## src/design/fetch_defs.svh

```systemverilog
`ifndef FETCH_DEFS_SVH
`define FETCH_DEFS_SVH

// first fetch address after reset
`define FETCH_PC_RESET 32'h1c000000

// instruction memory depth in words
// split evenly into an even-word and an odd-word bank
`define FETCH_IMEM_WORDS 1024

// direct-mapped btb size
`define FETCH_BTB_ENTRIES 16

// fetch queue entries
// must be a power of two for pointer wrap
`define FETCH_QUEUE_DEPTH 8

// decode buffer slots
// also the credit count after reset and after a flush
`define FETCH_DEC_CREDITS 4

`endif

```

## src/design/fetch_pkg.sv

```systemverilog
package fetch_pkg;

    // byte address
    typedef logic [31:0] addr_t;

    // one instruction word
    typedef logic [31:0] inst_t;

    // result of one fetch request
    // slot 0 is the word at pc, slot 1 the word at pc + 4
    typedef struct packed {
        addr_t        pc;
        logic [1:0]   slot_valid;
        inst_t [1:0]  inst;
        // prediction belongs to the last valid slot
        logic         pred_taken;
        addr_t        pred_target;
    } fetch_group_t;

    // one instruction as handed to decode
    typedef struct packed {
        addr_t pc;
        inst_t inst;
        // only set on the instruction that ends its group
        logic  pred_taken;
        addr_t pred_target;
    } queue_entry_t;

endpackage

```

## src/design/fetch_req_if.sv

```systemverilog
`timescale 1ns/1ps

// fetch request from address generation to the memory read stage
// valid is only raised once the queue has granted room
interface fetch_req_if;
    import fetch_pkg::*;

    logic  valid;
    addr_t pc;
    // btb result for this pc
    logic  pred_taken;
    addr_t pred_target;

    // address generation side
    modport gen (
        output valid,
        output pc,
        output pred_taken,
        output pred_target
    );

    // memory read side
    modport mem (
        input valid,
        input pc,
        input pred_taken,
        input pred_target
    );

endinterface

```

## src/design/pc_gen.sv

```systemverilog
`timescale 1ns/1ps
`include "fetch_defs.svh"

module pc_gen (
    input  logic             clk,
    input  logic             rstn,
    input  logic             fetch_allowin,
    input  logic             set_pc_wb,
    input  fetch_pkg::addr_t pc_wb,
    input  logic             set_pc_ex,
    input  fetch_pkg::addr_t pc_ex,
    input  logic             set_pc_id,
    input  fetch_pkg::addr_t pc_id,
    input  logic             set_pc_priv,
    input  fetch_pkg::addr_t pc_priv,
    input  logic             pred_taken,
    input  fetch_pkg::addr_t pred_target,
    output fetch_pkg::addr_t lookup_pc,
    output logic             redirect,
    fetch_req_if.gen         req
);
    import fetch_pkg::*;

    // current fetch address
    addr_t pc_q;
    // sequential successor of pc_q
    addr_t seq_pc;
    // successor after prediction
    addr_t next_pc;
    // low for the first cycle out of reset
    logic  run_q;
    logic  accept;

    // any redirect flushes the fetch in flight and the queue
    assign redirect = set_pc_wb | set_pc_ex | set_pc_id | set_pc_priv;

    // request only when the queue reserved room
    // and no redirect is replacing the pc this cycle
    assign accept = run_q & fetch_allowin & ~redirect;

    // aligned pc fetches a pair, odd word pc fetches one word
    assign seq_pc  = pc_q[2] ? pc_q + 32'd4 : pc_q + 32'd8;
    assign next_pc = pred_taken ? pred_target : seq_pc;

    // btb is looked up with the group pc
    assign lookup_pc = pc_q;

    assign req.valid       = accept;
    assign req.pc          = pc_q;
    assign req.pred_taken  = pred_taken;
    assign req.pred_target = pred_target;

    always_ff @(posedge clk) begin
        if (!rstn) begin
            run_q <= 1'b0;
        end else begin
            run_q <= 1'b1;
        end
    end

    // redirect priority wb, ex, id, priv
    always_ff @(posedge clk) begin
        if (!rstn) begin
            pc_q <= `FETCH_PC_RESET;
        end else if (set_pc_wb) begin
            pc_q <= pc_wb;
        end else if (set_pc_ex) begin
            pc_q <= pc_ex;
        end else if (set_pc_id) begin
            pc_q <= pc_id;
        end else if (set_pc_priv) begin
            pc_q <= pc_priv;
        end else if (accept) begin
            pc_q <= next_pc;
        end
        // otherwise hold while the queue is full
    end

endmodule

```

## src/flat_wrapper.sv

```systemverilog
// flat-port wrapper written by rule: the top's interface ports become plain ports
module pc_gen_flat import fetch_pkg::*;
  (clk, rstn, fetch_allowin, set_pc_wb, pc_wb, set_pc_ex, pc_ex, set_pc_id, pc_id, set_pc_priv, pc_priv, pred_taken, pred_target, lookup_pc, redirect, req_valid, req_pc, req_pred_taken, req_pred_target);
  fetch_req_if req_i ();
  input  logic clk;
  input  logic rstn;
  input  logic fetch_allowin;
  input  logic set_pc_wb;
  input  fetch_pkg::addr_t pc_wb;
  input  logic set_pc_ex;
  input  fetch_pkg::addr_t pc_ex;
  input  logic set_pc_id;
  input  fetch_pkg::addr_t pc_id;
  input  logic set_pc_priv;
  input  fetch_pkg::addr_t pc_priv;
  input  logic pred_taken;
  input  fetch_pkg::addr_t pred_target;
  output fetch_pkg::addr_t lookup_pc;
  output logic redirect;
  output wire logic [$bits(req_i.valid)-1:0] req_valid;
  output wire logic [$bits(req_i.pc)-1:0] req_pc;
  output wire logic [$bits(req_i.pred_taken)-1:0] req_pred_taken;
  output wire logic [$bits(req_i.pred_target)-1:0] req_pred_target;
  assign req_valid = req_i.valid;
  assign req_pc = req_i.pc;
  assign req_pred_taken = req_i.pred_taken;
  assign req_pred_target = req_i.pred_target;
  pc_gen u_core (.clk(clk), .rstn(rstn), .fetch_allowin(fetch_allowin), .set_pc_wb(set_pc_wb), .pc_wb(pc_wb), .set_pc_ex(set_pc_ex), .pc_ex(pc_ex), .set_pc_id(set_pc_id), .pc_id(pc_id), .set_pc_priv(set_pc_priv), .pc_priv(pc_priv), .pred_taken(pred_taken), .pred_target(pred_target), .lookup_pc(lookup_pc), .redirect(redirect), .req(req_i));
endmodule
```

## config.mk

```make
export PLATFORM = sky130hd
export DESIGN_NAME = pc_gen_flat
export DESIGN_NICKNAME = d
export VERILOG_FILES = /design/src/design/fetch_pkg.sv /design/src/design/fetch_req_if.sv /design/src/design/pc_gen.sv /design/src/flat_wrapper.sv
export VERILOG_INCLUDE_DIRS = /design/src /design/src/design
export SDC_FILE = /design/constraint.sdc
export NUM_CORES = 1
export LEC_CHECK = 0
export BUFFER_PORTS_ARGS = -buffer_cell sky130_fd_sc_hd__buf_2
export CAP_MARGIN = 20
export CORE_AREA = 2 2 103 105
export DETAILED_ROUTE_END_ITERATION = 10
export DIE_AREA = 0 0 105 107
export PLACE_DENSITY_LB_ADDON = 0.2
export SYNTH_ARGS = -nofsm -noshare
export SYNTH_HDL_FRONTEND = slang
export SYNTH_SLANG_ARGS = --single-unit
```

## constraint.sdc

```tcl
create_clock -name clk -period 3.2 [get_ports clk]
set_clock_uncertainty 0.1 [all_clocks]
set_input_delay 0.16 -clock clk [delete_from_list [all_inputs] [get_ports clk]]
set_output_delay 0.16 -clock clk [all_outputs]
set_load 0.005 [all_outputs]
```

==> impl_metrics.toml, run 1 <==
[yosys]
synth.area.mux_share = 0.00533
syn_inst = 522
syn_area_mm2 = 0.00376
synth_top_family_by_area = "compound AO/OA/AOI/OAI gates"
synthAdderAreaFrac = 0.00333
synth_compound_gate_area_share = 0.356
seq_area_frac_synth = 0.176
ys_seq_elements = 33
synthArstFlopShare = 0
synth_top_area_cell = "dfxtp_1"
syn_avg_cell_area_um2 = 7.20
yosys.area_share.simple = 0.247
synthesis.nets = 691
synth-edff-count = 0
synth_top_cells_by_area = "dfxtp_1 18%, buf_4 13%, nor2_1 4.0%"
ys.flop_type = "dfxtp_1"
yosysUniqueCellTypes = 69
yosys.area.top_type_share = 0.176
synth_xor_area_frac = 0.0233
ys_warn_count = 0

[layout]
n_antenna_cell = 0
fin_util = 0.473
multi_input_area_mm2 = 0.00238
drive_above_1_share = 0.428
area_delta_synth_final_pct = 27.0
nNetsFinal = 871
register_area_um2 = 661
fill_cells = 1112

[drt]
dr.pass1.iters = 5
routed_wl_mm = 16.4
num_vias = 4881
final_antenna_net_count = 0
drt-initial-drc-count = 359
via_per_inst = 5.82
drc = 0
drt-wirelength-per-cell_um = 19.5

[sta]
fin_tns_setup_ps = 0
fmax_mhz = 418
drv_slew = 0
period_share = 0.748
hold_violations = 0
setup_viol = 0
fin_crit_ps = 2390
rsz0062_at_grt = "false"
relSlewSlack = 0.473
tightestPinTransition_ps = 791
holdWs_ps = 74.1

[placed_design]
gp_congestion = 0.913
hpwl_mm = 12.7
io_buffers = 266

[cts]
clock_path_buffers = 2
htree_levels = 2
cts_tree = "yes"
ctsHoldBuffers = 0
root_buffer = "clkbuf_8"
cts_resized = 0
clock_latency_ps = 290
path_clk_slew_ps = 80
clkSinkCount = 33
numCtsBuffers = 5
post_cts_buffers = 0

[critical_path]
r2r-start = "u_core.lookup_pc[5]$_SDFFE_PN0P_"
cp-start-kind = "flip-flop"
cp.required_ps = 3270
startpoint = "u_core.lookup_pc[5]$_SDFFE_PN0P_"
path_class = "reg2reg"
end_kind = "flip-flop"
critical_path_arrival_ps = 2470
worstPathMaxFanout = 8

[job]
maxCapViolCount = 0

[power]
ir_drop_uv = 151
pwr-share-clk = 0.238
power.density_mw_per_mm2 = 288
p_leak_nw = 2.25
switching_power_mw = 0.519
sw_frac_of_total = 0.378
p_int_mw = 0.854
seqPwrFrac = 0.380
p_comb_frac = 0.382

[floorplanning]
dieWidth_um = 105
placementRows = 37
die_area_mm2 = 0.0112
start_util = 0.372
core_mm2 = 0.0101
fp.dieH_um = 107
io-pin-count = 267

[global_route]
antenna_found_initial = 0
grt_pass1_vias = 4543
track_usage = 0.278
grt_overflow_total = 0
grt_pass1_wl_mm = 24.7
grt_max_degree = 32

[run_status]
outcome = "finished, final reports clean"

[hold_path]
hp-start = "pc_wb[11]"
worstHoldPathType = "in2reg"
power groups by stage:
| stage | Combinational, mW | Sequential [mW] | Clock (mW) |
|---|---|---|---|
| after floorplan | 0.321 | 0.512 | 0 |
| after global placement | 0.519 | 0.525 | 0 |
| after detailed placement | 0.521 | 0.529 | 0 |
| after CTS | 0.523 | 0.519 | 0.330 |
| after global routing | 0.574 | 0.531 | 0.348 |
| final | 0.524 | 0.521 | 0.327 |
metal layers:
layer / track usage / part of all wire / wire, um
met1: 0.376 / 0.42 / 6870
met2: 0.464 / 0.47 / 7720
met3: 0.0419 / 0.093 / 1520
met4: 0.0667 / 0.018 / 287
met5: 0 / 0 / 0
path summary, 6_finish.rpt:
check	slack, ps	endpoint	depth (start not counted)
hold / removal	70	u_core.lookup_pc[11]$_SDFFE_PN0P_	3
setup reg to reg	810	u_core.lookup_pc[28]$_SDFFE_PN1P_	5
hold reg to reg	420	u_core.lookup_pc[1]$_SDFFE_PN0P_	2
setup / recovery	810	u_core.lookup_pc[28]$_SDFFE_PN1P_	5
Yosys cell counts, types with 10 or more instances:
cell type and count:
a211oi_1 10, a21oi_1 26, a221oi_1 17, buf_4 65, clkbuf_1 29, dfxtp_1 33
inv_1 14, nand2_1 28, nand3_1 23, nor2_1 40, nor3_1 10, o21ai_0 29
o221ai_1 11, o22ai_1 14
cell usage in the layout, fill, tap and decap left out, types with 5 or more instances in the layout:
cell type and instances:
a211oi_1 10, a21o_1 5, a21oi_1 26, a221oi_1 17
a22o_1 9, a22oi_1 6, a31oi_1 7, and3_1 7
and4_1 6, buf_2 266, buf_4 12, clkbuf_8 5
dfxtp_1 33, inv_1 14, nand2_1 28, nand2b_1 9
nand3_1 23, nand4_1 9, nor2_1 40, nor2b_1 9
nor3_1 10, nor4_1 7, o211ai_1 7, o21ai_0 29
o221ai_1 11, o22ai_1 14, xor2_1 8
cells by family after synthesis:
logic type	Yosys count
flip-flops	33
AO/OA/AOI/OAI	185
adder cells (fa/ha/maj)	1
multiplexers	2
XOR/XNOR	10
buffers and inverters	119
AND/OR/NAND/NOR	172
worst max-delay path, stage by stage, from the launching register on:
cell	delay, ps
dfxtp_1	510
and4_1	430
nand4_4	170
or4_4	520
a41o_1	250
a221o_1	290
through the flow:
stage	power (mW)	setup WS, ps	std cells	cell area [um2]
2_1_floorplan	0.833	1130	522	3760
3_3_place_gp	1.04	950	831	4690
3_5_place_dp	1.05	866	831	4690
4_1_cts	1.37	857	839	4770
5_1_grt	1.45	770	839	4770
6_report	1.37	807	839	4770
layout make-up:
type	count	area share
well taps	136	0.0357
clock inverters	2	0.00210
clock buffers	6	0.0152
repair buffers	278	0.298
inverters	14	0.0110
flip-flops and latches	33	0.138
multi-input cells	370	0.500
sequential cells by signal (all words and copies together), names as in the netlist:
register and flops:
u_core.lookup_pc 32, u_core.run_q 1
Power figures use the tool's default switching activity.
==> run 2, diff against run 1 <==
CORE_AREA = 2 2 104 106   (was 2 2 103 105)
DIE_AREA = 0 0 106 108   (was 0 0 105 107)
clock period = 2.3 ns   (was 3.2 ns; I/O delays follow)
==> run 2 against run 1 <==
  * Utilization increased by 2.0 points
  * Clock power increased by 42%
  * Critical path depth unchanged
  * Final cell count increased by 4.2%
  * Combinational power increased by 58%
  * Register-to-register slack got worse by 700 ps
  * Power increased by 44%
  * Flip-flop and latch count unchanged
  * Cell area increased by 5.7%
  * Clock-buffer cell count increased by 1
  * Non-clock buffer count increased by 36
  * Worst setup slack got worse by 700 ps
==> impl_metrics.toml, run 2 (synthesis results as in run 1) <==
[cts]
cts_tree = "yes"
clkSinkCount = 33
htree_levels = 2
post_cts_buffers = 0
root_buffer = "clkbuf_8"
clock_path_buffers = 2
path_clk_slew_ps = 70
numCtsBuffers = 5
cts_resized = 0
ctsHoldBuffers = 0
clock_latency_ps = 290

[floorplanning]
die_area_mm2 = 0.0114
start_util = 0.367
io-pin-count = 267
fp.dieH_um = 108
placementRows = 37
dieWidth_um = 106
core_mm2 = 0.0102

[sta]
fmax_mhz = 456
tightestPinTransition_ps = 582
period_share = 0.954
holdWs_ps = 7.29
drv_slew = 0
relSlewSlack = 0.602
hold_violations = 0
fin_ws_ps = 106
rsz0062_at_grt = "false"
setup_viol = 0
fin_crit_ps = 2190
fin_tns_setup_ps = 0

[global_route]
grt_pass1_vias = 4646
grt_max_degree = 26
grt_pass1_wl_mm = 25.3
track_usage = 0.285
grt_overflow_total = 0
antenna_found_initial = 0

[layout]
n_antenna_cell = 0
nNetsFinal = 907
layout_commonest_cell = "buf_2"
fin_util = 0.493
instances_no_fill = 874
fin_area_mm2 = 0.00505
most-common-layout-cells = "266 x buf_2, 48 x buf_4, 40 x nor2_1"
drive_above_1_share = 0.455
area_delta_synth_final_pct = 34.3
largest_reg_flops = 32

[critical_path]
startpoint = "u_core.lookup_pc[10]$_SDFFE_PN0P_"
path_class = "reg2reg"
cp.required_ps = 2380
r2r-start = "u_core.lookup_pc[10]$_SDFFE_PN0P_"
worstPathMaxFanout = 7
end_kind = "flip-flop"
cp-start-kind = "flip-flop"
critical_path_arrival_ps = 2270

[placed_design]
place_inst = 867
hpwl_mm = 13.7
io_buffers = 266
placed_cell_area_mm2 = 0.00496
gp_congestion = 0.904
place_ws_ps = 133

[power]
pwr-share-clk = 0.235
p_comb_frac = 0.418
switching_power_mw = 0.714
sw_frac_of_total = 0.361
seqPwrFrac = 0.346
p_leak_nw = 2.43
power.density_mw_per_mm2 = 392
p_total_mw = 1.98
p_int_mw = 1.26
ir_drop_uv = 246

[run_status]
outcome = "finished, final reports clean"

[drt]
routed_wl_mm = 16.9
dr.pass1.iters = 5
num_vias = 4993
drc = 0
final_antenna_net_count = 0
drt-initial-drc-count = 397
drt-wirelength-per-cell_um = 19.3
via_per_inst = 5.71

[hold_path]
hp-start = "pc_ex[5]"
worstHoldPathType = "in2reg"

[job]
maxCapViolCount = 0
[run 2: path summary, 6_finish.rpt]
check | to | slack, ps | cells after the start
setup reg to reg | u_core.lookup_pc[28]$_SDFFE_PN1P_ | 110 | 5
hold reg to reg | u_core.lookup_pc[23]$_SDFFE_PN0P_ | 410 | 2
setup / recovery | u_core.lookup_pc[28]$_SDFFE_PN1P_ | 110 | 5
hold / removal | u_core.lookup_pc[5]$_SDFFE_PN0P_ | 7 | 3
[run 2: worst max-delay path: stages, from the launching register on]
cell and delay (ps):
dfxtp_1 430, and3_1 340, nand4_4 160, or4_4 520, a41o_1 260, a221o_1 280
[run 2: metal layers]
layer  wire length (um)  track usage  vias up
met5                  0            0        -
met4                310       0.0752        0
met3               1420       0.0362       30
met2               7910        0.464      286
met1               7240        0.400     2309
li1                   -            -     2368
[run 2: layout make-up]
cell class              instances  area, um2
fillers                      1089       5180
multi-input cells             370       2380
repair buffers                314       1690
flip-flops and latches         33        661
well taps                     136        170
clock buffers                   7       86.3
inverters                      14       52.6
[run 2: power groups by stage]
stage                     clock network [mW]  registers [mW]  logic, mW
after floorplan                            0           0.712      0.446
after global placement                     0           0.691      0.821
after detailed placement                   0           0.696      0.822
after CTS                              0.470           0.683      0.826
after global routing                   0.497           0.692      0.906
final                                  0.465           0.684      0.827
==> run 3, diff against run 2 <==
PLACE_DENSITY = 0.75   (was not set)
PLACE_DENSITY_LB_ADDON = not set   (was 0.2)
==> run 3 against run 2 <==
  * Sequential share of layout area is 0.12 points lower
  * Cell area is 0.89% higher
  * Clock-buffer cell count unchanged
  * Wire length rose by 1.0%
  * Die area stayed put
  * Largest power group unchanged
  * Clock power increased by 28%
  * Utilization increased by 0.44 points
  * Via count up 1.2%
  * Power rose by 7.0%
  * Largest cell class unchanged
  * Critical path depth is the same
  * Worst setup slack better by 85 ps
  * Combinational power increased by 2%
==> impl_metrics.toml, run 3 (synthesis results as in run 1) <==
[sta]
setup_viol = 0
holdWs_ps = 9.52
relSlewSlack = 0.579
hold_violations = 0
drv_slew = 0
period_share = 0.917
fmax_mhz = 474
fin_ws_ps = 191
fin_tns_setup_ps = 0
rsz0062_at_grt = "false"
fin_crit_ps = 2110
tightestPinTransition_ps = 629

[critical_path]
r2r-start = "u_core.lookup_pc[22]$_SDFFE_PN0P_"
reg2regPathDepth = 5
reg2reg_to = "u_core.lookup_pc[28]$_SDFFE_PN1P_"
path_class = "reg2reg"
end_kind = "flip-flop"
worstPathMaxFanout = 7
cp-start-kind = "flip-flop"
r2r_slack_ps = 190
cp.required_ps = 2380
critical_path_arrival_ps = 2190

[drt]
final_antenna_net_count = 0
drt-wirelength-per-cell_um = 19.4
drc = 0
routed_wl_mm = 17.0
num_vias = 5051
drt-initial-drc-count = 396
dr.pass1.iters = 7
via_per_inst = 5.76

[cts]
cts_resized = 0
htree_levels = 2
clock_latency_ps = 290
clock_path_buffers = 2
path_clk_slew_ps = 80
numCtsBuffers = 5
clkSinkCount = 33
root_buffer = "clkbuf_8"
ctsHoldBuffers = 0
cts_tree = "yes"
post_cts_buffers = 0

[power]
pwr-share-clk = 0.280
ir_drop_uv = 207
seqPwrFrac = 0.322
p_int_mw = 1.38
sw_frac_of_total = 0.347
p_total_mw = 2.12
power.density_mw_per_mm2 = 416
switching_power_mw = 0.734
p_comb_frac = 0.398
p_leak_nw = 2.45

[global_route]
antenna_found_initial = 0
grt_max_degree = 23
grt_pass1_vias = 4686
grt_overflow_total = 0
grt_pass1_wl_mm = 25.6
track_usage = 0.287

[layout]
fin_util = 0.498
drive_above_1_share = 0.457
nNetsFinal = 909
layout_commonest_cell = "buf_2"
largest_reg_flops = 32
fill_cells = 1074
n_antenna_cell = 0
fin_area_mm2 = 0.00509
instances_no_fill = 877
most-common-layout-cells = "266 x buf_2, 50 x buf_4, 40 x nor2_1"
area_delta_synth_final_pct = 35.5

[floorplanning]
start_util = 0.367
die_area_mm2 = 0.0114
io-pin-count = 267
fp.dieH_um = 108
placementRows = 37
dieWidth_um = 106
core_mm2 = 0.0102

[hold_path]
worstHoldPathType = "in2reg"
min_to = "u_core.lookup_pc[5]$_SDFFE_PN0P_"
hp-start = "pc_ex[5]"
hold_depth = 3

[placed_design]
place_ws_ps = 250
io_buffers = 266
hpwl_mm = 13.6
placed_cell_area_mm2 = 0.00497
place_inst = 869
gp_congestion = 0.955

[run_status]
outcome = "finished, final reports clean"

[job]
maxCapViolCount = 0
run 3: cell types whose count changed in the layout (fill, tap and decap cells not counted), sizes merged:
cell / delta
buf: +2
bufinv: +1
run 3: how the worst max path moves through the flow:
stage	slack [ps]	end	cells after the start	from
detailed placement	250	u_core.lookup_pc[28]$_SDFFE_PN1P_	5	u_core.lookup_pc[8]$_SDFFE_PN0P_
global placement	280	u_core.lookup_pc[28]$_SDFFE_PN1P_	5	u_core.lookup_pc[8]$_SDFFE_PN0P_
global route	110	u_core.lookup_pc[28]$_SDFFE_PN1P_	5	u_core.lookup_pc[22]$_SDFFE_PN0P_
finish	190	u_core.lookup_pc[28]$_SDFFE_PN1P_	5	u_core.lookup_pc[22]$_SDFFE_PN0P_
CTS	240	u_core.lookup_pc[28]$_SDFFE_PN1P_	5	u_core.lookup_pc[8]$_SDFFE_PN0P_
floorplan	230	u_core.lookup_pc[28]$_SDFFE_PN1P_	6	u_core.lookup_pc[5]$_SDFFE_PN0P_
run 3: area by class of cell:
class,count,area (um2),share of cell area
multi-input cells,370,2380,0.468
repair buffers,316,1710,0.335
flip-flops and latches,33,661,0.130
well taps,136,170,0.0334
clock buffers,7,86.3,0.0170
inverters,14,52.6,0.0103
clock inverters,1,30.0,0.00590
run 3: critical path, stage by stage (launching register included):
cell	delay (ps)
dfxtp_1	470
and4_1	270
nand4_1	160
or4_4	460
a41o_1	250
a221o_1	280
run 3: routing by layer:
metal	global-route usage	wire length, um	vias up
li1	-	-	2369
met1	0.376	6960	2338
met2	0.488	8090	327
met3	0.0573	1760	17
met4	0.0686	236	0
met5	0	0	-
run 3: power by group through the flow:
stage | Clock (mW) | Combinational, mW | Sequential (mW)
finish | 0.593 | 0.841 | 0.682
global route | 0.619 | 0.915 | 0.691
detailed placement | 0 | 0.832 | 0.694
CTS | 0.596 | 0.836 | 0.681
global placement | 0 | 0.830 | 0.690
floorplan | 0 | 0.446 | 0.712
