==> src/design/fetch_defs.svh <==
`ifndef FETCH_DEFS_SVH
`define FETCH_DEFS_SVH

// first fetch address after reset
`define FETCH_PC_RESET 32'h1c000000

// instruction memory depth in words
// split evenly into an even-word and an odd-word bank
`define FETCH_IMEM_WORDS 1024

// direct-mapped btb size
`define FETCH_BTB_ENTRIES 16

// fetch queue entries
// must be a power of two for pointer wrap
`define FETCH_QUEUE_DEPTH 8

// decode buffer slots
// also the credit count after reset and after a flush
`define FETCH_DEC_CREDITS 4

`endif

==> src/design/fetch_pkg.sv <==
package fetch_pkg;

    // byte address
    typedef logic [31:0] addr_t;

    // one instruction word
    typedef logic [31:0] inst_t;

    // result of one fetch request
    // slot 0 is the word at pc, slot 1 the word at pc + 4
    typedef struct packed {
        addr_t        pc;
        logic [1:0]   slot_valid;
        inst_t [1:0]  inst;
        // prediction belongs to the last valid slot
        logic         pred_taken;
        addr_t        pred_target;
    } fetch_group_t;

    // one instruction as handed to decode
    typedef struct packed {
        addr_t pc;
        inst_t inst;
        // only set on the instruction that ends its group
        logic  pred_taken;
        addr_t pred_target;
    } queue_entry_t;

endpackage

==> src/design/branch_predictor.sv <==
`timescale 1ns/1ps
`include "fetch_defs.svh"

module branch_predictor (
    input  logic             clk,
    input  logic             rstn,
    input  fetch_pkg::addr_t lookup_pc,
    input  logic             train_valid,
    input  fetch_pkg::addr_t train_pc,
    input  fetch_pkg::addr_t train_target,
    input  logic             train_taken,
    output logic             hit_taken,
    output fetch_pkg::addr_t target
);
    import fetch_pkg::*;

    localparam int IDX_W = $clog2(`FETCH_BTB_ENTRIES);
    // word offset bits 1:0 are not part of index or tag
    localparam int TAG_W = 32 - 2 - IDX_W;

    // table state
    logic              valid_q  [`FETCH_BTB_ENTRIES];
    logic [TAG_W-1:0]  tag_q    [`FETCH_BTB_ENTRIES];
    addr_t             target_q [`FETCH_BTB_ENTRIES];
    logic              taken_q  [`FETCH_BTB_ENTRIES];

    logic [IDX_W-1:0]  lookup_idx;
    logic [TAG_W-1:0]  lookup_tag;
    logic [IDX_W-1:0]  train_idx;
    logic [TAG_W-1:0]  train_tag;

    // index sits directly above the byte offset
    assign lookup_idx = lookup_pc[2 +: IDX_W];
    assign lookup_tag = lookup_pc[31 -: TAG_W];
    assign train_idx  = train_pc[2 +: IDX_W];
    assign train_tag  = train_pc[31 -: TAG_W];

    // combinational lookup
    // taken only on a valid matching entry trained taken
    assign hit_taken = valid_q[lookup_idx]
                     & (tag_q[lookup_idx] == lookup_tag)
                     & taken_q[lookup_idx];
    assign target    = target_q[lookup_idx];

    // entry valid bits
    always_ff @(posedge clk) begin
        if (!rstn) begin
            for (int i = 0; i < `FETCH_BTB_ENTRIES; i++) begin
                valid_q[i] <= 1'b0;
            end
        end else if (train_valid) begin
            valid_q[train_idx] <= 1'b1;
        end
    end

    // entry payload
    // a not-taken training keeps the entry but clears its taken bit
    always_ff @(posedge clk) begin
        if (train_valid) begin
            tag_q[train_idx]    <= train_tag;
            target_q[train_idx] <= train_target;
            taken_q[train_idx]  <= train_taken;
        end
    end

endmodule

==> config.mk <==
export PLATFORM = sky130hd
export DESIGN_NAME = branch_predictor
export DESIGN_NICKNAME = d
export VERILOG_FILES = /design/src/design/fetch_pkg.sv /design/src/design/branch_predictor.sv
export VERILOG_INCLUDE_DIRS = /design/src /design/src/design
export SDC_FILE = /design/constraint.sdc
export NUM_CORES = 1
export LEC_CHECK = 0
export BUFFER_PORTS_ARGS = -buffer_cell sky130_fd_sc_hd__clkbuf_2
export CAP_MARGIN = 30
export CORE_MARGIN = 3
export CORE_UTILIZATION = 61
export CTS_CLUSTER_DIAMETER = 120
export DETAILED_ROUTE_END_ITERATION = 8
export PLACE_DENSITY = 0.79
export SYNTH_ARGS = -nofsm -noshare
export SYNTH_HDL_FRONTEND = slang
export SYNTH_SLANG_ARGS = --single-unit
==> constraint.sdc <==
create_clock -name clk -period 8.6 [get_ports clk]
set_clock_uncertainty 0.05 [all_clocks]
set_input_delay 1.72 -clock clk [delete_from_list [all_inputs] [get_ports clk]]
set_output_delay 1.72 -clock clk [all_outputs]
set_load 0.01 [all_outputs]
==> metrics.md, run 1 <==
| Metric | Value |
|---|---|
| CTS Buffer Depth | `3` |
| Worst slew pin tran | `0.997 ns` |
| Worst VDD drop | `0.176 mV` |
| Reg-to-reg endpoint | `valid_q[11]$_DFF_P_` |
| Drt wl/cell | `33.3 µm` |
| Slew margin rel. | `between 30 and 40%` |
| Highest routed metal layer | `met5` |
| Register area | `28,700 µm²` |
| Peak Freq | `141 MHz` |
| TritonCTS clock tree | `built` |
| Placed cell area | `between 30,000 and 40,000 µm²` |
| Clk slew on worst S/H paths | `around 0.060 ns` |
| Max-cap viol count | `0` |
| Register area share after synthesis | `77.2%` |
| Critical setup path kind | `primary input to output port` |
| Iter 0 DRT Violations | `2,684` |
| Initial antenna violation count | `13` |
| Largest net degree at the start of global routing | `81` |
| Layout cells sized above 1 | `31.1%` |
| H-tree Lvls | `3` |
| I/O pins | `about 130` |
| Tcrit/Tclk final | `82.7%` |
| Width of the chip | `253 µm` |
| Routed wl met2 | `44,100 µm` |
| Pwr Density | `237 nW/µm²` |
| Worst-Skew Late Latency | `0.63 ns` |
| Met3 WL | `roughly 9100 µm` |
| Final setup violation count | `0` |
| Worst hold slack | `0.409 ns` |
| Drt drc | `0` |
| Port bufs | `128` |
| Total Die Area | `63,900 µm²` |
| Post-CTS setup buffer count | `0` |
| Post-CTS Hold Buffers | `0` |
| Core footprint | `59,700 µm²` |
| Pleak | `approximately 0.013 µW` |
| Total GRT Usage | `28.5%` |
| Hold/Removal Path Class | `flip-flop to flip-flop` |
| NumNets Final | `~1,900` |
| Final GP Congestion | `between 0.8 and 0.9` |
| Number of buffers created by CTS | `91` |
| Leading cell types in the layout, fill and taps excluded | `944 x edfxtp_1, 251 x mux4_2, 125 x clkbuf_2` |
| Final hold violations | `0` |
| Worst path required time | `about 6.8 ns` |
| WL met1 | `about 32,000 µm` |
| Multi-input logic area | `between 8000 and 9000 µm²` |
| Slew Viols, Final | `0` |
| Post-synth EDFFs | `approximately 940` |
| Synth-to-Final Area Change | `13.0%` |
| RSZ-0062 raised after global routing | `no` |
| Setup TNS | `0 ns` |
| Syn Nets | `roughly 1,700` |
| Most common library cell in the layout ignoring fill and taps | `edfxtp_1` |
| Outcome | `finished clean` |
| CTS root buf | `clkbuf_16` |
| Via density | `6.96` |
| Crit. End Element | `output port` |
| Global route total overflow | `0` |
| Gate Count Post-Synth | `1,625` |
| Post_cts resized | `0` |
| Worst Path Max Fanout | `26` |
| Final wirelength | `88,700 µm` |
| CP arrival | `5.34 ns` |
| First-pass GRT wire length | `129,000 µm` |
| Final instance area | `42,000 µm²` |
| First-pass DRT Iterations | `6` |
| Vias in the first global route | `about 19,000` |
| Post-synth top flop | `edfxtp_1` |
| Startpoint types | `primary input` |
| Largest cells by area after synthesis | `edfxtp_1 76%, mux4_2 15%, mux2i_1 1.6%` |
| Fill count | `roughly 3,300` |
| R2R Path Start | `valid_q[11]$_DFF_P_` |
| End point of the critical path | `hit_taken` |
| Yosys cell types | `65` |
| Sink Count | `between 900 and 1,000` |
| Seq cells post-synth | `960` |
| # rows | `89` |
| Worst R2R Setup Slack | `7.90 ns` |
| Avg Synthesized Cell Area | `22.9 µm²` |
| Post-synthesis async set-or-reset flop share | `0%` |
| Count of warnings emitted by yosys | `0` |
| R2R cell count | `1` |
| Via count | `18,600` |
| Setup crit start | `lookup_pc[5]` |
| Synth area leader | `edfxtp_1` |
| Initial core utilization | `62.3%` |
| Area of the mapped netlist | `37,200 µm²` |
| HPWL after DPL | `44,900 µm` |
| Yosys top cell area share | `76.3%` |
| Final ANT Viol Nets | `0` |
| Die Height | `between 200 and 300 µm` |
| Fin crit period | `7.11 ns` |
stage by stage:
stage | worst slack (ns) | utilization, % | power, µW | std cells
final | 1.49 | 70.3 | 9930 | 2666
after global routing | 1.39 | 70.3 | 10200 | 2662
after CTS | 1.58 | 70.3 | 9960 | 2653
after detailed placement | 1.63 | 65.1 | 5900 | 2490
after global placement | 1.62 | 64.9 | 5870 | 2484
after floorplan | 1.70 | - | 5680 | 1625
logic make-up (layout without fill, tap and decap cells):
group                  count (synthesis)  count (layout)  synth area share, %
multiplexers                         320             320                 17.1
flip-flops                           960             960                 77.2
buffers and inverters                 89             345                 1.28
other                                  0              12                    0
XOR/XNOR                              25              25                0.589
AND/OR/NAND/NOR                      110             110                 1.51
AO/OA/AOI/OAI                        121             121                 2.36
flip-flops by register name, indices dropped and copies added, names as in the netlist:
signal / flops
tag_q: 416
taken_q: 16
target_q: 512
valid_q: 16
routing by layer:
layer  vias to the layer above  GRT usage [%]
met5                         -              0
met4                         6           13.1
met3                       249           6.21
met2                      1337           45.3
met1                      9631           38.6
li1                       7338              -
where the power goes:
part / switching, µW / internal, µW
registers: 28.7 / 5230
clock network: 1690 / 2420
logic: 332 / 226
total: 2050 / 7880
critical path: stages:
cell      delay [ns]
clkbuf_2        0.58
clkinv_2        0.79
buf_4           0.50
mux2i_1         0.21
mux2i_1         0.13
xor2_1          0.22
nor4_1          0.36
nand4_1         0.22
nor4_2          0.38
clkbuf_2        0.20
worst min path at each step:
stage                              end  depth (start not counted)                from
floorplan           valid_q[3]$_DFF_P_                          1  valid_q[3]$_DFF_P_
global placement    valid_q[3]$_DFF_P_                          1  valid_q[3]$_DFF_P_
detailed placement  valid_q[3]$_DFF_P_                          1  valid_q[3]$_DFF_P_
CTS                 valid_q[3]$_DFF_P_                          1  valid_q[3]$_DFF_P_
global route        valid_q[7]$_DFF_P_                          1  valid_q[7]$_DFF_P_
finish              valid_q[3]$_DFF_P_                          1  valid_q[3]$_DFF_P_
cell type report:
cell class | instances | area share, %
antenna | 12 | 0.0715
sequential | 960 | 68.3
inverter | 9 | 0.0835
timing repair buffer | 173 | 2.66
tap | 773 | 2.30
multi-input combinational | 576 | 19.3
clock inverter | 48 | 1.46
clock buffer | 115 | 5.79
synth_stat cells, types with 3 or more instances:
cell and instances:
o2111ai_1 7, a2111oi_0 3, o21ai_1 3, buf_1 9, clkbuf_1 22, and2_1 5
buf_6 9, xor2_1 11, mux2_2 10, dfxtp_1 16, o21ai_0 10, nor3b_1 3
nand4_1 3, a211oi_1 5, edfxtp_1 944, inv_1 5, buf_4 10, o21a_1 16
a22oi_1 4, o211ai_1 6, buf_2 30, nor3_1 10, o31ai_1 3, o221ai_1 4
nand3_1 9, nand2b_1 9, nor2b_1 7, mux2i_1 59, a31oi_1 8, nand2_1 26
o22ai_1 11, xnor2_1 14, a21oi_1 18, clkinv_1 3, mux4_2 251, nor2_1 24
Power figures use the tool's default switching activity.
==> run 2, diff against run 1 <==
Settings changed: CORE_UTILIZATION 61 to 56, PLACE_DENSITY 0.79 to 0.76.
Clock period 8.6 ns to 6.28 ns, I/O delays scaled along.
==> run 2 against run 1 <==
  * Cell count grew 3.6%
  * Flip-flop and latch count is the same
  * Via count shrank 1.9%
  * Critical path depth shrank 1
  * Wire length shrank 4.5%
  * Core utilization shrank 5.7 points
  * Sequential share of layout area shrank 0.12 points
  * Die area grew 8.7%
  * Worst setup slack lost 0.94 ns
==> metrics.md, run 2 (synthesis results as in run 1) <==
| Metric | Value |
|---|---|
| Final wirelength | `84,700 µm (was 88,700 µm)` |
| Layout cells sized above 1 | `31.7% (was 31.1%)` |
| Drt drc | `0 (unchanged)` |
| Sink Count | `960 (unchanged)` |
| Clk slew on worst S/H paths | `0.06 ns (about the same)` |
| NumNets Final | `1,928 (was 1,911)` |
| Critical setup path kind | `primary input to output port (unchanged)` |
| Worst Path Max Fanout | `63 (was 26)` |
| Largest net degree at the start of global routing | `67 (was 81)` |
| Synth-to-Final Area Change | `13.2% (was 13.0%)` |
| Total Die Area | `69,500 µm² (was 63,900 µm²)` |
| CTS Buffer Depth | `3 (unchanged)` |
| Pwr Density | `315 nW/µm² (was 237 nW/µm²)` |
| Most common library cell in the layout ignoring fill and taps | `edfxtp_1 (unchanged)` |
| Outcome | `finished clean (unchanged)` |
| Post_cts resized | `0 (unchanged)` |
| Die Height | `264 µm (was 253 µm)` |
| Via count | `18,200 (was 18,600)` |
| Crit. End Element | `output port (unchanged)` |
| RSZ-0062 raised after global routing | `no (unchanged)` |
| First-pass GRT wire length | `126,000 µm (was 129,000 µm)` |
| Peak Freq | `175 MHz` |
| Via density | `6.60 (was 6.96)` |
| Most flop-heavy register | `target_q (unchanged)` |
| Core footprint | `65,000 µm² (was 59,700 µm²)` |
| CTS root buf | `clkbuf_16 (unchanged)` |
| R2R Path Start | `valid_q[13]$_DFF_P_ (was valid_q[11]$_DFF_P_)` |
| Setup crit start | `lookup_pc[2] (was lookup_pc[5])` |
| Setup TNS | `0 ns (unchanged)` |
| TritonCTS clock tree | `built (unchanged)` |
| Max-cap viol count | `0 (unchanged)` |
| Largest register FFs | `512 (unchanged)` |
| Final hold violations | `0 (unchanged)` |
| Tcrit/Tclk final | `91.3%` |
| Width of the chip | `264 µm (was 253 µm)` |
| Drt wl/cell | `30.7 µm (was 33.3 µm)` |
| # rows | `93 (was 89)` |
| CP cell instances | `buf_8 > mux4_2 > mux2i_1 > nor2_1 > a2111oi_2 > a21oi_1 > or4_1 > nor4_2 > clkbuf_2 (was clkbuf_2 > clkinv_2 > buf_4 > mux2i_1 > mux2i_1 > xor2_1 > nor4_1 > nand4_1 > nor4_2 > clkbuf_2)` |
| H-tree Lvls | `3 (unchanged)` |
| Tot Pwr | `13,200 µW (was 9930 µW)` |
| Top flop regs | `target_q (512), tag_q (416) (unchanged)` |
| Final GP Congestion | `0.895 (was 0.861)` |
| CP arrival | `4.42 ns (was 5.34 ns)` |
| HPWL after DPL | `45,500 µm (was 44,900 µm)` |
| Slew Viols, Final | `0 (unchanged)` |
| Initial antenna violation count | `10 (was 13)` |
| Final setup violation count | `0 (unchanged)` |
| Number of buffers created by CTS | `91 (unchanged)` |
| I/O pins | `133 (unchanged)` |
| Slowest stage delay, CP | `0.59 ns (was 0.79 ns)` |
| Worst Path Buf+Inv | `2 (was 4)` |
| Post-CTS setup buffer count | `0 (unchanged)` |
| Top delay family on crit path | `simple AND/OR/NAND/NOR gates (was buffers and inverters)` |
| Fin crit period | `5.73 ns` |
| Worst slew pin tran | `0.950 ns (was 0.997 ns)` |
| Pleak | `0.0134 µW (about the same)` |
| Worst path required time | `4.97 ns (was 6.83 ns)` |
| Hold/Removal Path Class | `flip-flop to flip-flop (unchanged)` |
| Leading cell types in the layout, fill and taps excluded | `944 x edfxtp_1, 251 x mux4_2, 125 x clkbuf_2 (unchanged)` |
| Total GRT Usage | `24.8% (was 28.5%)` |
| Final ANT Viol Nets | `0 (unchanged)` |
| Port bufs | `128 (unchanged)` |
| Slowest-stage cell, CP | `mux4_2 (was clkinv_2)` |
| Vias in the first global route | `19,100 (was 19,400)` |
| Initial core utilization | `57.1% (was 62.3%)` |
| First-pass DRT Iterations | `6 (unchanged)` |
| Slew margin rel. | `36.5% (was 33.5%)` |
| Global route total overflow | `0 (unchanged)` |
| Post-CTS Hold Buffers | `0 (unchanged)` |
| Worst VDD drop | `0.288 mV (was 0.176 mV)` |
| Worst-Skew Late Latency | `0.66 ns (was 0.63 ns)` |
| Iter 0 DRT Violations | `2,395 (was 2,684)` |
| Startpoint types | `primary input (unchanged)` |
| HP Start | `valid_q[4]$_DFF_P_ (was valid_q[3]$_DFF_P_)` |
## run 2: changes by cell type in the layout (fill, tap and decap cells not counted), sizes merged
cell	delta
clkinv	+4
diode	-4
clkinvlp	+3
clkbuf	-4
bufinv	-7
buf	+17
inv	+4
## run 2: through the flow
stage	util (%)	hold WS, ns	instance area, µm²	worst slack [ns]	std cells
finish	64.7	0.423	42100	0.550	2761
global route	64.6	0.447	42000	0.377	2758
CTS	64.6	0.425	42000	0.561	2752
floorplan	-	0.382	37200	0.144	1625
global placement	60.0	0.390	39100	0.636	2585
detailed placement	60.2	0.406	39200	0.622	2589
## run 2: cell type report
class | count | area [µm²]
Sequential cell | 960 | 28700
Fill cell | 3976 | 23000
Multi-Input combinational cell | 576 | 8130
Clock buffer | 111 | 2350
Timing Repair Buffer | 190 | 1280
Tap cell | 855 | 1070
Clock inverter | 52 | 503
Inverter | 9 | 35.0
Antenna cell | 8 | 20.0
## run 2: worst paths after layout
| kind | end | slack [ns] | cells after the start |
|---|---|---|---|
| min reg2reg | valid_q[4]$_DFF_P_ | 0.42 | 1 |
| min | valid_q[4]$_DFF_P_ | 0.42 | 1 |
| max reg2reg | valid_q[13]$_DFF_P_ | 5.58 | 1 |
| max | hit_taken | 0.55 | 9 |
## run 2: metal layers
layer / part of all wire (%) / global-route usage, %
met5: 0.013 / 0
met2: 50 / 40.1
met3: 9.0 / 4.45
met4: 3.1 / 9.09
met1: 38 / 34.6
## run 2: power by group
part	switching (µW)	leakage, µW	internal, µW
clock network	2310	0.00138	2970
logic	443	0.00339	317
registers	35.0	0.00866	7170
total	2790	0.0134	10500
==> run 3, diff against run 2 <==
Settings changed: CORE_UTILIZATION 56 to 58, CTS_BUF_LIST set to sky130_fd_sc_hd__clkbuf_4, PLACE_DENSITY 0.76 to 0.78.
==> run 3 against run 2 <==
  * Global-route usage up 0.69 points
  * Core utilization grew 1.9 points
  * Die area shrank 3.4%
  * Critical path depth did not move
  * Flip-flop and latch count did not move
  * Largest power group unchanged
  * Fmax up 2.3%
  * Power fell by 2.6%
  * Sequential share of layout area hardly changed
  * Count of clock-buffer cells in the layout rose by 215
  * Critical endpoint unchanged
  * Via count grew 3.6%
==> metrics.md, run 3 (synthesis results as in run 1) <==
| Metric | Value |
|---|---|
| Outcome | `finished clean (unchanged)` |
| I/O pins | `133 (unchanged)` |
| Worst hold slack | `0.414 ns (was 0.423 ns)` |
| Slowest stage delay, CP | `0.58 ns (was 0.59 ns)` |
| RSZ-0062 raised after global routing | `no (unchanged)` |
| Synth-to-Final Area Change | `13.3% (was 13.2%)` |
| Max-cap viol count | `0 (unchanged)` |
| Drt drc | `0 (unchanged)` |
| Final hold violations | `0 (unchanged)` |
| Clock power share | `38.4% (was 39.9%)` |
| Pwr Density | `307 nW/µm² (was 315 nW/µm²)` |
| Critical setup path kind | `primary input to output port (unchanged)` |
| HPWL after DPL | `45,400 µm (was 45,500 µm)` |
| Iter 0 DRT Violations | `2,409 (was 2,395)` |
| Post-CTS Hold Buffers | `0 (unchanged)` |
| Crit. End Element | `output port (unchanged)` |
| Worst path required time | `4.97 ns (about the same)` |
| Dpl cells | `2,575 (was 2,589)` |
| Total Die Area | `67,100 µm² (was 69,500 µm²)` |
| Pre-CTS setup slack | `0.631 ns (was 0.622 ns)` |
| Port bufs | `128 (unchanged)` |
| Worst R2R Setup Slack | `5.62 ns (was 5.58 ns)` |
| Final ANT Viol Nets | `0 (unchanged)` |
| CTS root buf | `clkbuf_4 (was clkbuf_16)` |
| Post_cts resized | `0 (unchanged)` |
| Fin util | `66.6% (was 64.7%)` |
| Via density | `6.30 (was 6.60)` |
| Layout cells sized above 1 | `38.5% (was 31.7%)` |
| Largest net degree at the start of global routing | `61 (was 67)` |
| Setup TNS | `0 ns (unchanged)` |
| Switching power | `2830 µW (was 2790 µW)` |
| CP arrival | `4.29 ns (was 4.42 ns)` |
| CTS Buffer Depth | `3 (unchanged)` |
| NumNets Final | `2,052 (was 1,928)` |
| Largest register FFs | `512 (unchanged)` |
| Hold/Removal Path Class | `flip-flop to flip-flop (unchanged)` |
| Worst Path Buf+Inv | `2 (unchanged)` |
| Vias in the first global route | `19,400 (was 19,100)` |
| Via count | `18,900 (was 18,200)` |
| Worst slew pin tran | `0.976 ns (was 0.950 ns)` |
| Peak Freq | `179 MHz (was 175 MHz)` |
| Drt wl/cell | `27.8 µm (was 30.7 µm)` |
| Initial core utilization | `58.8% (was 57.1%)` |
| First-pass DRT Iterations | `7 (was 6)` |
| Slew margin rel. | `34.8% (was 36.5%)` |
| Global route total overflow | `0 (unchanged)` |
| Core footprint | `63,200 µm² (was 65,000 µm²)` |
| Die Height | `259 µm (was 264 µm)` |
| Worst-Skew Late Latency | `1.04 ns (was 0.66 ns)` |
| Net Sw Frac | `21.9% (was 21.1%)` |
| Slowest-stage cell, CP | `mux4_2 (unchanged)` |
| Post-Layout Cell Count | `2,995 (was 2,761)` |
| Combinational power share | `5.9% (was 5.7%)` |
| H-tree Lvls | `4 (was 3)` |
| Most flop-heavy register | `target_q (unchanged)` |
| Most common library cell in the layout ignoring fill and taps | `edfxtp_1 (unchanged)` |
| Final GP Congestion | `0.903 (was 0.895)` |
| Initial antenna violation count | `12 (was 10)` |
| Worst VDD drop | `0.178 mV (was 0.288 mV)` |
| Width of the chip | `259 µm (was 264 µm)` |
| Fin crit period | `5.60 ns (was 5.73 ns)` |
| Clk slew on worst S/H paths | `0.07 ns (was 0.06 ns)` |
| Tcrit/Tclk final | `89.2% (was 91.3%)` |
| Total GRT Usage | `25.5% (was 24.8%)` |
| Pleak | `0.0138 µW (was 0.0134 µW)` |
| Final setup violation count | `0 (unchanged)` |
| Worst Path Max Fanout | `50 (was 63)` |
| Sequential power share | `55.7% (was 54.4%)` |
| Leading cell types in the layout, fill and taps excluded | `944 x edfxtp_1, 326 x clkbuf_4, 251 x mux4_2 (was 944 x edfxtp_1, 251 x mux4_2, 125 x clkbuf_2)` |
| # rows | `92 (was 93)` |
| Number of buffers created by CTS | `221 (was 91)` |
| TritonCTS clock tree | `built (unchanged)` |
| Final worst slack | `0.680 ns (was 0.550 ns)` |
| Sink Count | `960 (unchanged)` |
| CP cell instances | `buf_8 > mux4_2 > mux2i_1 > nor2_1 > a2111oi_2 > a21oi_1 > or4_1 > nor4_2 > clkbuf_2 (unchanged)` |
| Post-CTS setup buffer count | `0 (unchanged)` |
| Top flop regs | `target_q (512), tag_q (416) (unchanged)` |
| Internal power | `10,100 µW (was 10,500 µW)` |
| Final wirelength | `83,100 µm (was 84,700 µm)` |
| First-pass GRT wire length | `124,000 µm (was 126,000 µm)` |
| Slew Viols, Final | `0 (unchanged)` |
| Top delay family on crit path | `simple AND/OR/NAND/NOR gates (unchanged)` |
| Startpoint types | `primary input (unchanged)` |
run 3: power by group through the flow:
stage | sequential (µW) | clock, µW | combinational (µW)
floorplan | 7330 | 0 | 455
global route | 7200 | 5390 | 809
global placement | 7320 | 0 | 738
CTS | 7190 | 5060 | 763
detailed placement | 7330 | 0 | 760
finish | 7200 | 4950 | 761
run 3: stage by stage:
stage	area (µm²)	total power, µW
after floorplan	37200	7780
after global placement	39100	8060
after detailed placement	39100	8090
after CTS	42100	13000
after global routing	42100	13400
final	42100	12900
run 3: routing by layer:
layer / global-route usage [%] / routed length [µm] / up-vias
li1: - / - / 7799
met3: 6.33 / 7740 / 161
met2: 40.4 / 41600 / 1080
met1: 35.1 / 31400 / 9820
met4: 9.41 / 2320 / 6
met5: 0 / 47 / -
run 3: final timing paths:
| path | from | cells past startpoint | end |
|---|---|---|---|
| worst max-delay path | lookup_pc[2] | 9 | hit_taken |
| worst min-delay path | valid_q[3]$_DFF_P_ | 1 | valid_q[3]$_DFF_P_ |
| worst max register to register | valid_q[1]$_DFF_P_ | 1 | valid_q[1]$_DFF_P_ |
| worst min register to register | valid_q[3]$_DFF_P_ | 1 | valid_q[3]$_DFF_P_ |
run 3: area by class of cell:
class / count / area, µm²
Antenna cell: 10 / 25.0
Clock buffer: 326 / 2450
Clock inverter: 84 / 490
Fill cell: 3927 / 21100
Inverter: 9 / 35.0
Multi-Input combinational cell: 576 / 8130
Sequential cell: 960 / 28700
Tap cell: 846 / 1060
Timing Repair Buffer: 184 / 1230
